==> src/common/l1d_config.svh <==
`ifndef L1D_CONFIG_SVH
`define L1D_CONFIG_SVH

// Cache geometry
`define L1D_NUM_WAYS    4
`define L1D_NUM_SETS    16
`define L1D_LINE_BYTES  16

// Physical address width, no translation in front of the cache
`define L1D_PADDR_W     32

// mm0 through mm5
`define L1D_NUM_STAGES  6

`endif
==> src/common/l1d_pkg.sv <==
`default_nettype none

`include "l1d_config.svh"

package l1d_pkg;

    // Address split: | tag | set | offset |
    localparam int L1_OFFSET_LO = 0;
    localparam int L1_OFFSET_HI = $clog2(`L1D_LINE_BYTES) - 1;
    localparam int L1_SET_LO    = L1_OFFSET_HI + 1;
    localparam int L1_SET_HI    = L1_SET_LO + $clog2(`L1D_NUM_SETS) - 1;
    localparam int L1_TAG_LO    = L1_SET_HI + 1;
    localparam int L1_TAG_HI    = `L1D_PADDR_W - 1;

    // Lowest address bit that picks a qword within the line
    localparam int L1_QW_LO     = 3;
    localparam int L1_QWORDS    = `L1D_LINE_BYTES / 8;
    localparam int L1_WAY_W     = $clog2(`L1D_NUM_WAYS);

    typedef logic [`L1D_PADDR_W-1:0]         t_paddr;
    typedef logic [L1_TAG_HI-L1_TAG_LO:0]    t_l1_tag;
    typedef logic [L1_SET_HI-L1_SET_LO:0]    t_l1_set_addr;
    typedef logic [L1_OFFSET_HI:L1_OFFSET_LO] t_cl_offset;
    typedef logic [L1_WAY_W-1:0]             t_way_idx;
    typedef logic [3:0]                      t_req_id;

    // Load result and store payload
    typedef logic [63:0]                     t_qword;

    typedef enum logic [1:0] {
        MESI_I,
        MESI_S,
        MESI_E,
        MESI_M
    } t_mesi;

    typedef enum logic [1:0] {
        MEM_LOAD,
        MEM_STORE,
        MEM_FILL
    } t_mem_op;

    // Byte view for the load rotate, qword view for the store merge
    typedef union packed {
        logic [`L1D_LINE_BYTES-1:0][7:0] bytes;
        logic [L1_QWORDS-1:0][63:0]      qwords;
    } t_cl;

    typedef struct packed {
        t_mem_op  op;
        t_paddr   addr;
        t_req_id  id;
        t_qword   st_data;
        t_cl      fill_line;
        t_mesi    fill_state;
        t_way_idx fill_way;
    } t_mempipe_req;

endpackage

`default_nettype wire

==> src/common/l1_array_if.sv <==
`timescale 1ns/10ps
`default_nettype none

`include "l1d_config.svh"

interface l1_array_if;
    import l1d_pkg::*;

    // Set read, issued in mm1
    logic         rd_en;
    t_l1_set_addr rd_set;

    // Every way of the set, returned in mm2
    t_l1_tag      tag_ways   [`L1D_NUM_WAYS];
    t_mesi        state_ways [`L1D_NUM_WAYS];
    t_cl          data_ways  [`L1D_NUM_WAYS];

    // Write from mm5, wr_way is one-hot
    logic                     wr_en;
    t_l1_set_addr             wr_set;
    logic [`L1D_NUM_WAYS-1:0] wr_way;
    t_l1_tag                  wr_tag;
    t_mesi                    wr_state;
    t_cl                      wr_line;

    modport pipe (
        output rd_en, rd_set,
        input  tag_ways, state_ways, data_ways,
        output wr_en, wr_set, wr_way, wr_tag, wr_state, wr_line
    );

    modport array (
        input  rd_en, rd_set,
        output tag_ways, state_ways, data_ways,
        input  wr_en, wr_set, wr_way, wr_tag, wr_state, wr_line
    );

endinterface

`default_nettype wire

==> src/mempipe/mempipe.sv <==
`timescale 1ns/10ps
`default_nettype none

`include "l1d_config.svh"

module mempipe (
    input  logic                  clk,
    input  logic                  reset,
    input  logic                  valid_mm0,
    input  l1d_pkg::t_mempipe_req req_mm0,
    output logic                  write_busy,
    l1_array_if.pipe              arr,
    output logic                  res_valid,
    output l1d_pkg::t_mem_op      res_op,
    output l1d_pkg::t_req_id      res_id,
    output logic                  res_hit,
    output l1d_pkg::t_qword       res_data
);
    import l1d_pkg::*;

    localparam int NW  = `L1D_NUM_WAYS;
    localparam int MM1 = 1;
    localparam int MM2 = 2;
    localparam int MM4 = 4;
    localparam int MM5 = `L1D_NUM_STAGES - 1;

    logic          valid_mmx [MM1:MM5];
    t_mempipe_req  req_mmx   [MM1:MM5];

    logic [NW-1:0] hit_vec_mm2;
    logic [NW-1:0] hit_vec_mm3;
    logic [NW-1:0] hit_vec_mm4;
    logic [NW-1:0] hit_vec_mm5;
    t_cl           data_set_mm3 [NW];
    t_cl           line_sel_mm3;
    t_cl           line_mm4;
    t_cl           line_mm5;
    t_qword        rot_mm4;
    t_qword        rot_mm5;
    t_cl           merged_mm5;
    logic [NW-1:0] fill_way_oh_mm5;
    logic          hit_mm5;

    // Stage valids
    always_ff @(posedge clk) begin
        if (reset) begin
            for (int s = MM1; s <= MM5; s++) begin
                valid_mmx[s] <= 1'b0;
            end
        end else begin
            valid_mmx[MM1] <= valid_mm0;
            for (int s = MM2; s <= MM5; s++) begin
                valid_mmx[s] <= valid_mmx[s-1];
            end
        end
    end

    // Request packet rides along with its valid
    always_ff @(posedge clk) begin
        req_mmx[MM1] <= req_mm0;
        for (int s = MM2; s <= MM5; s++) begin
            req_mmx[s] <= req_mmx[s-1];
        end
    end

    // Stores and fills block new grants until they reach mm5
    always_comb begin
        write_busy = 1'b0;
        for (int s = MM1; s < MM5; s++) begin
            write_busy |= valid_mmx[s] && (req_mmx[s].op != MEM_LOAD);
        end
    end

    // mm1: set read, fills need no lookup
    assign arr.rd_en  = valid_mmx[MM1] && (req_mmx[MM1].op != MEM_FILL);
    assign arr.rd_set = req_mmx[MM1].addr[L1_SET_HI:L1_SET_LO];

    // mm2: loads hit on any valid state, stores need ownership
    always_comb begin
        for (int w = 0; w < NW; w++) begin
            hit_vec_mm2[w] = valid_mmx[MM2]
                && (arr.tag_ways[w] == req_mmx[MM2].addr[L1_TAG_HI:L1_TAG_LO])
                && ((req_mmx[MM2].op == MEM_LOAD && arr.state_ways[w] != MESI_I)
                 || (req_mmx[MM2].op == MEM_STORE
                     && arr.state_ways[w] inside {MESI_M, MESI_E}));
        end
    end

    always_ff @(posedge clk) begin
        hit_vec_mm3  <= hit_vec_mm2;
        data_set_mm3 <= arr.data_ways;
    end

    // mm3: and-or way select
    always_comb begin
        line_sel_mm3 = '0;
        for (int w = 0; w < NW; w++) begin
            line_sel_mm3 = line_sel_mm3 | (data_set_mm3[w] & {$bits(t_cl){hit_vec_mm3[w]}});
        end
    end

    always_ff @(posedge clk) begin
        hit_vec_mm4 <= hit_vec_mm3;
        line_mm4    <= line_sel_mm3;
    end

    // mm4: addressed byte to byte 0, offset wraps inside the line
    always_comb begin
        t_cl_offset o;
        o = req_mmx[MM4].addr[L1_OFFSET_HI:L1_OFFSET_LO];
        for (int b = 0; b < 8; b++) begin
            rot_mm4[8*b +: 8] = line_mm4.bytes[o];
            o += 1'b1;
        end
    end

    always_ff @(posedge clk) begin
        hit_vec_mm5 <= hit_vec_mm4;
        line_mm5    <= line_mm4;
        rot_mm5     <= rot_mm4;
    end

    // mm5: result and array write
    assign hit_mm5 = |hit_vec_mm5;

    always_comb begin
        merged_mm5 = line_mm5;
        merged_mm5.qwords[req_mmx[MM5].addr[L1_OFFSET_HI:L1_QW_LO]] = req_mmx[MM5].st_data;
    end

    always_comb begin
        fill_way_oh_mm5 = '0;
        fill_way_oh_mm5[req_mmx[MM5].fill_way] = 1'b1;
    end

    assign res_valid = valid_mmx[MM5];
    assign res_op    = req_mmx[MM5].op;
    assign res_id    = req_mmx[MM5].id;
    assign res_hit   = hit_mm5;
    assign res_data  = (req_mmx[MM5].op == MEM_LOAD && hit_mm5) ? rot_mm5 : '0;

    assign arr.wr_en    = valid_mmx[MM5]
                        && (req_mmx[MM5].op == MEM_FILL
                         || (req_mmx[MM5].op == MEM_STORE && hit_mm5));
    assign arr.wr_set   = req_mmx[MM5].addr[L1_SET_HI:L1_SET_LO];
    assign arr.wr_tag   = req_mmx[MM5].addr[L1_TAG_HI:L1_TAG_LO];
    assign arr.wr_way   = (req_mmx[MM5].op == MEM_FILL) ? fill_way_oh_mm5 : hit_vec_mm5;
    assign arr.wr_state = (req_mmx[MM5].op == MEM_FILL) ? req_mmx[MM5].fill_state : MESI_M;
    assign arr.wr_line  = (req_mmx[MM5].op == MEM_FILL) ? req_mmx[MM5].fill_line : merged_mm5;

    // A tag lives in at most one way of a set
    a_hit_onehot: assert property (@(posedge clk) disable iff (reset)
        $onehot0(hit_vec_mm2))
        else $error("tag present in more than one way");

    a_wr_way_onehot: assert property (@(posedge clk) disable iff (reset)
        arr.wr_en |-> $onehot(arr.wr_way))
        else $error("array write without a single target way");

endmodule

`default_nettype wire

==> src/flat_wrapper.sv <==
// flat-port wrapper written by rule: the top's interface ports become plain ports
module mempipe_flat import l1d_pkg::*;
  (clk, reset, valid_mm0, req_mm0, write_busy, res_valid, res_op, res_id, res_hit, res_data, arr_rd_en, arr_rd_set, arr_tag_ways, arr_state_ways, arr_data_ways, arr_wr_en, arr_wr_set, arr_wr_way, arr_wr_tag, arr_wr_state, arr_wr_line);
  l1_array_if arr_i ();
  input  logic clk;
  input  logic reset;
  input  logic valid_mm0;
  input  l1d_pkg::t_mempipe_req req_mm0;
  output logic write_busy;
  output logic res_valid;
  output l1d_pkg::t_mem_op res_op;
  output l1d_pkg::t_req_id res_id;
  output logic res_hit;
  output l1d_pkg::t_qword res_data;
  output wire logic [$bits(arr_i.rd_en)-1:0] arr_rd_en;
  output wire logic [$bits(arr_i.rd_set)-1:0] arr_rd_set;
  input wire logic [$bits(arr_i.tag_ways)-1:0] arr_tag_ways;
  input wire logic [$bits(arr_i.state_ways)-1:0] arr_state_ways;
  input wire logic [$bits(arr_i.data_ways)-1:0] arr_data_ways;
  output wire logic [$bits(arr_i.wr_en)-1:0] arr_wr_en;
  output wire logic [$bits(arr_i.wr_set)-1:0] arr_wr_set;
  output wire logic [$bits(arr_i.wr_way)-1:0] arr_wr_way;
  output wire logic [$bits(arr_i.wr_tag)-1:0] arr_wr_tag;
  output wire logic [$bits(arr_i.wr_state)-1:0] arr_wr_state;
  output wire logic [$bits(arr_i.wr_line)-1:0] arr_wr_line;
  assign arr_rd_en = arr_i.rd_en;
  assign arr_rd_set = arr_i.rd_set;
  assign arr_i.tag_ways = {>>{arr_tag_ways}};
  assign arr_i.state_ways = {>>{arr_state_ways}};
  assign arr_i.data_ways = {>>{arr_data_ways}};
  assign arr_wr_en = arr_i.wr_en;
  assign arr_wr_set = arr_i.wr_set;
  assign arr_wr_way = arr_i.wr_way;
  assign arr_wr_tag = arr_i.wr_tag;
  assign arr_wr_state = arr_i.wr_state;
  assign arr_wr_line = arr_i.wr_line;
  mempipe u_core (.clk(clk), .reset(reset), .valid_mm0(valid_mm0), .req_mm0(req_mm0), .write_busy(write_busy), .arr(arr_i), .res_valid(res_valid), .res_op(res_op), .res_id(res_id), .res_hit(res_hit), .res_data(res_data));
endmodule
==> config.mk <==
export PLATFORM = sky130hd
export DESIGN_NAME = mempipe_flat
export DESIGN_NICKNAME = d
export VERILOG_FILES = /design/src/common/l1d_pkg.sv /design/src/common/l1_array_if.sv /design/src/mempipe/mempipe.sv /design/src/flat_wrapper.sv
export VERILOG_INCLUDE_DIRS = /design/src /design/src/common
export SDC_FILE = /design/constraint.sdc
export NUM_CORES = 2
export LEC_CHECK = 0
export ABC_AREA = 1
export BUFFER_PORTS_ARGS = -buffer_cell sky130_fd_sc_hd__buf_2
export CAP_MARGIN = 40
export CORE_AREA = 4 4 418 420
export DETAILED_ROUTE_END_ITERATION = 12
export DIE_AREA = 0 0 422 424
export PLACE_DENSITY = 0.57
export SLEW_MARGIN = 20
export SYNTH_ARGS = -nofsm -noshare
export SYNTH_HDL_FRONTEND = slang
export SYNTH_SLANG_ARGS = --single-unit
==> constraint.sdc <==
create_clock -name clk -period 2.6 [get_ports clk]
set_input_delay 0.52 -clock clk [delete_from_list [all_inputs] [get_ports clk]]
set_output_delay 0.52 -clock clk [all_outputs]
set_load 0.005 [all_outputs]
==> impl_results.md <==
- Placed cells: about 8,000
- Root buf cell: clkbuf_16
- Fraction of layout cells with a size suffix above 1: 0.262
- Hold WC Path Type: input port to flip-flop
- Met2 Resource Use GR: 0.397
- WL/cell: 24.3 um
- First-pass GRT wire length: about 300,000 um
- Clk pin slew, worst setup/hold paths: roughly 0.06 ns
- RSZ-0062 raised after global routing: yes
- Number of top-level design ports: 1,094
- Pwr Total: just under 70 mW
- Peak supply drop: 698 uV
- Synth cell count leaders: dfxtp_1 (2,016), nand2_1 (1,257), o21ai_0 (387)
- Count of cell types in the netlist: 46
- Area delta synth->final: 48.6%
- Clk buf depth: 3
- Die area: between 150,000 and 200,000 sq um
- Sequential area share after synthesis: 0.750
- Post-synth ARST share: 0
- Area fraction of the dominant cell type after synthesis: 0.750
- Vias in the first global route: between 40,000 and 50,000
- Critical path endpoint category: output pin
- Most common cell in the netlist: dfxtp_1
- Cell Rows: roughly 150
- Cts bufs inserted: 198
- Syn Inst Count: roughly 4,900
- Starting density of the core: 0.315
- Final worst slack: -0.264 ns
- Setup Skew: 0.0699 ns
- DRC violations left: 0
- Port Buffer Count: 1,093
- DP Worst Slack: just over 0.2 ns
- Core ar.: ~170,000 sq um
- Drt first pass iters: 6
- Worst hold slack: ~0.07 ns
- Critical path required time: approximately 2.1 ns
- Yosys warnings: 0
- Busiest layer in global routing: met2
- Clock Latency Late Sink: 0.88 ns
- Yosys top cell by area: dfxtp_1
- Pin count of the biggest net entering global routing: 79
- Initial antenna violation count: 43
- PwrDens: between 800 and 900 nW/um^2
- Mapped Nets: slightly below 6,000
- CP Max Fanout: 6
- Post-synth top flop: dfxtp_1
- Relative slew slack: 0.454
- Syn Area/Cell: 10.9 sq um
- Total Routing Usage GR: 0.242
- Fill cell count: ~15,000
- ANT nets after route: 0
- Final wirelength: about 230,000 um
- Fin crit share: 1.10
- Chip height: around 420 um
- Status: finished with violations
- Chip width: around 420 um
- DR iter-0 viols: ~3,100
- Critical Path Start Type: flip-flop
- Number of synthesized flops with an enable pin: 0
- # Max-Cap Violations: 0
- Failing checks: negative setup slack
- Setup CP Type: flip-flop to output pin
- RD Place Congestion: between 0.9 and 1
- Hpwl dp: around 160,000 um
- Post-Syn Area: 53,800 sq um
- Final hold vios: 0
- Clock Sinks: roughly 2,000
- LEAKAGE: roughly 35 nW
- Leading post-synthesis cells by cell area: dfxtp_1 (75%), nand2_1 (8.8%), o21ai_0 (3.6%), inv_1 (1.6%), nand4_1 (1.5%)
- Least-Margin Pin Slew: 0.811 ns
- Met1 Resource Use GR: 0.304
- Final global-route overflow total: 0
- Yosys reg bits: slightly above 2,000
- Arrival time worst endpoint: 2.34 ns
- Peak Freq: 349 MHz
- Dpl cell area: 62,100 sq um
- Max-slew violation count: 0
- Final setup viols: 196
- Fin area: approximately 80,000 sq um
- Met3 Track Usage GR: 0.0478
- Number of nets in the layout: 7,768
- CTS H-Tree Depth: 4
- Final min period: roughly 2.9 ns
- Cell Count, Final, Fillers Out: 9,341
- Via count: 41,745
- CTS tree: yes
- Vias/cell: 4.47
==> area by class of cell <==
class                           count  area [sq um]  area share
Clock inverter                    113          1690      0.0212
Timing Repair Buffer             2036         16300       0.204
Clock buffer                      256          5540      0.0693
Timing Repair inverter              1          8.76    0.000109
Antenna cell                       31          77.6    0.000970
Multi-Input combinational cell   2423         12300       0.154
Sequential cell                  2016         40400       0.505
Tap cell                         2233          2790      0.0349
Inverter                          232           895      0.0112
==> worst paths after layout <==
path / startpoint / endpoint / slack (ns) / cells after the start
setup / recovery: u_core.req_mmx[0][1402] / arr_wr_line[56] / -0.26 / 8
hold / removal: arr_tag_ways[36] / u_core.hit_vec_mm3[2] / 0.07 / 6
setup reg to reg: u_core.req_mmx[0][1136] / u_core.rot_mm5[20] / 0.23 / 10
hold reg to reg: u_core.req_mmx[0][1007] / u_core.req_mmx[0][1241] / 0.29 / 0
==> routing by layer <==
| layer | share of wire | vias to the layer above |
|---|---|---|
| met3 | 0.060 | 495 |
| li1 | - | 19842 |
| met1 | 0.42 | 19719 |
| met2 | 0.47 | 1685 |
| met4 | 0.052 | 4 |
| met5 | 0.00013 | - |
==> through the flow <==
stage               utilization  setup TNS (ns)
finish                    0.468          -27.51
CTS                       0.459          -44.50
floorplan                     -               0
global placement          0.363               0
global route              0.468          -46.85
detailed placement        0.363               0
==> registers in the layout (all words and copies together), names as in the netlist <==
register,flops
u_core.line_mm4,128
u_core.valid_mmx,5
u_core.rot_mm5,64
u_core.line_mm5,128
u_core.hit_vec_mm5,4
u_core.hit_vec_mm4,4
u_core.req_mmx,1167
u_core.hit_vec_mm3,4
u_core.data_set_mm3,512
==> report_power, final <==
part,switching (mW),leakage [nW],internal [mW],total [mW]
logic,2.39,14.6,2.38,4.77
clock network,12.9,3.54,18.2,31.0
registers,0.574,16.9,32.5,33.0
==> timing repair <==
action / CTS / global route
cloned: 22 / 16
buffers inserted: 36 / 25
resized for setup: 272 / 329
endpoints found under the setup margin: 199 / 199
pin swaps: 24 / 52
hold buffers: 755 / 0
endpoints found under the hold margin: 754 / 0
==> layout by cell type (no fill, tap or decap), drive strengths merged <==
cell type	instances
nand3	72
bufinv	29
nor2	180
xor2	19
and2	1
inv	248
o22a	2
o211ai	89
o22ai	29
a21boi	1
buf	1268
xnor2	6
clkinvlp	11
nand2	1266
dlygate4sd3	755
o31ai	1
nand4	132
nor3	9
a21oi	51
a211oi	7
diode	31
a22o	15
o221a	1
nand3b	1
o221ai	6
dfxtp	2016
a31oi	9
o21bai	7
nor4	8
clkbuf	269
or2	21
o21ai	405
o21a	65
o2111ai	2
ha	7
mux2i	11
clkinv	58
==> kinds of logic after synthesis <==
kind of cell,after synthesis,share of synthesized area
DFF,2016,0.750
and+or+nand+nor,1690,0.128
AOI/OAI and AO/OA,690,0.0752
buffers and inverters,479,0.0385
xor gates and xnor gates,25,0.00470
muxes,11,0.00205
adders and majority gates,7,0.00163
==> worst max-delay path: stages (launching register included) <==
cell	delay, ns
dfxtp_4	0.36
nor2_4	0.17
buf_12	0.17
inv_16	0.07
buf_12	0.16
buf_6	0.12
o211ai_1	0.09
o21a_1	0.23
buf_2	0.14
Note: power is estimated with default switching activity, not from simulation.
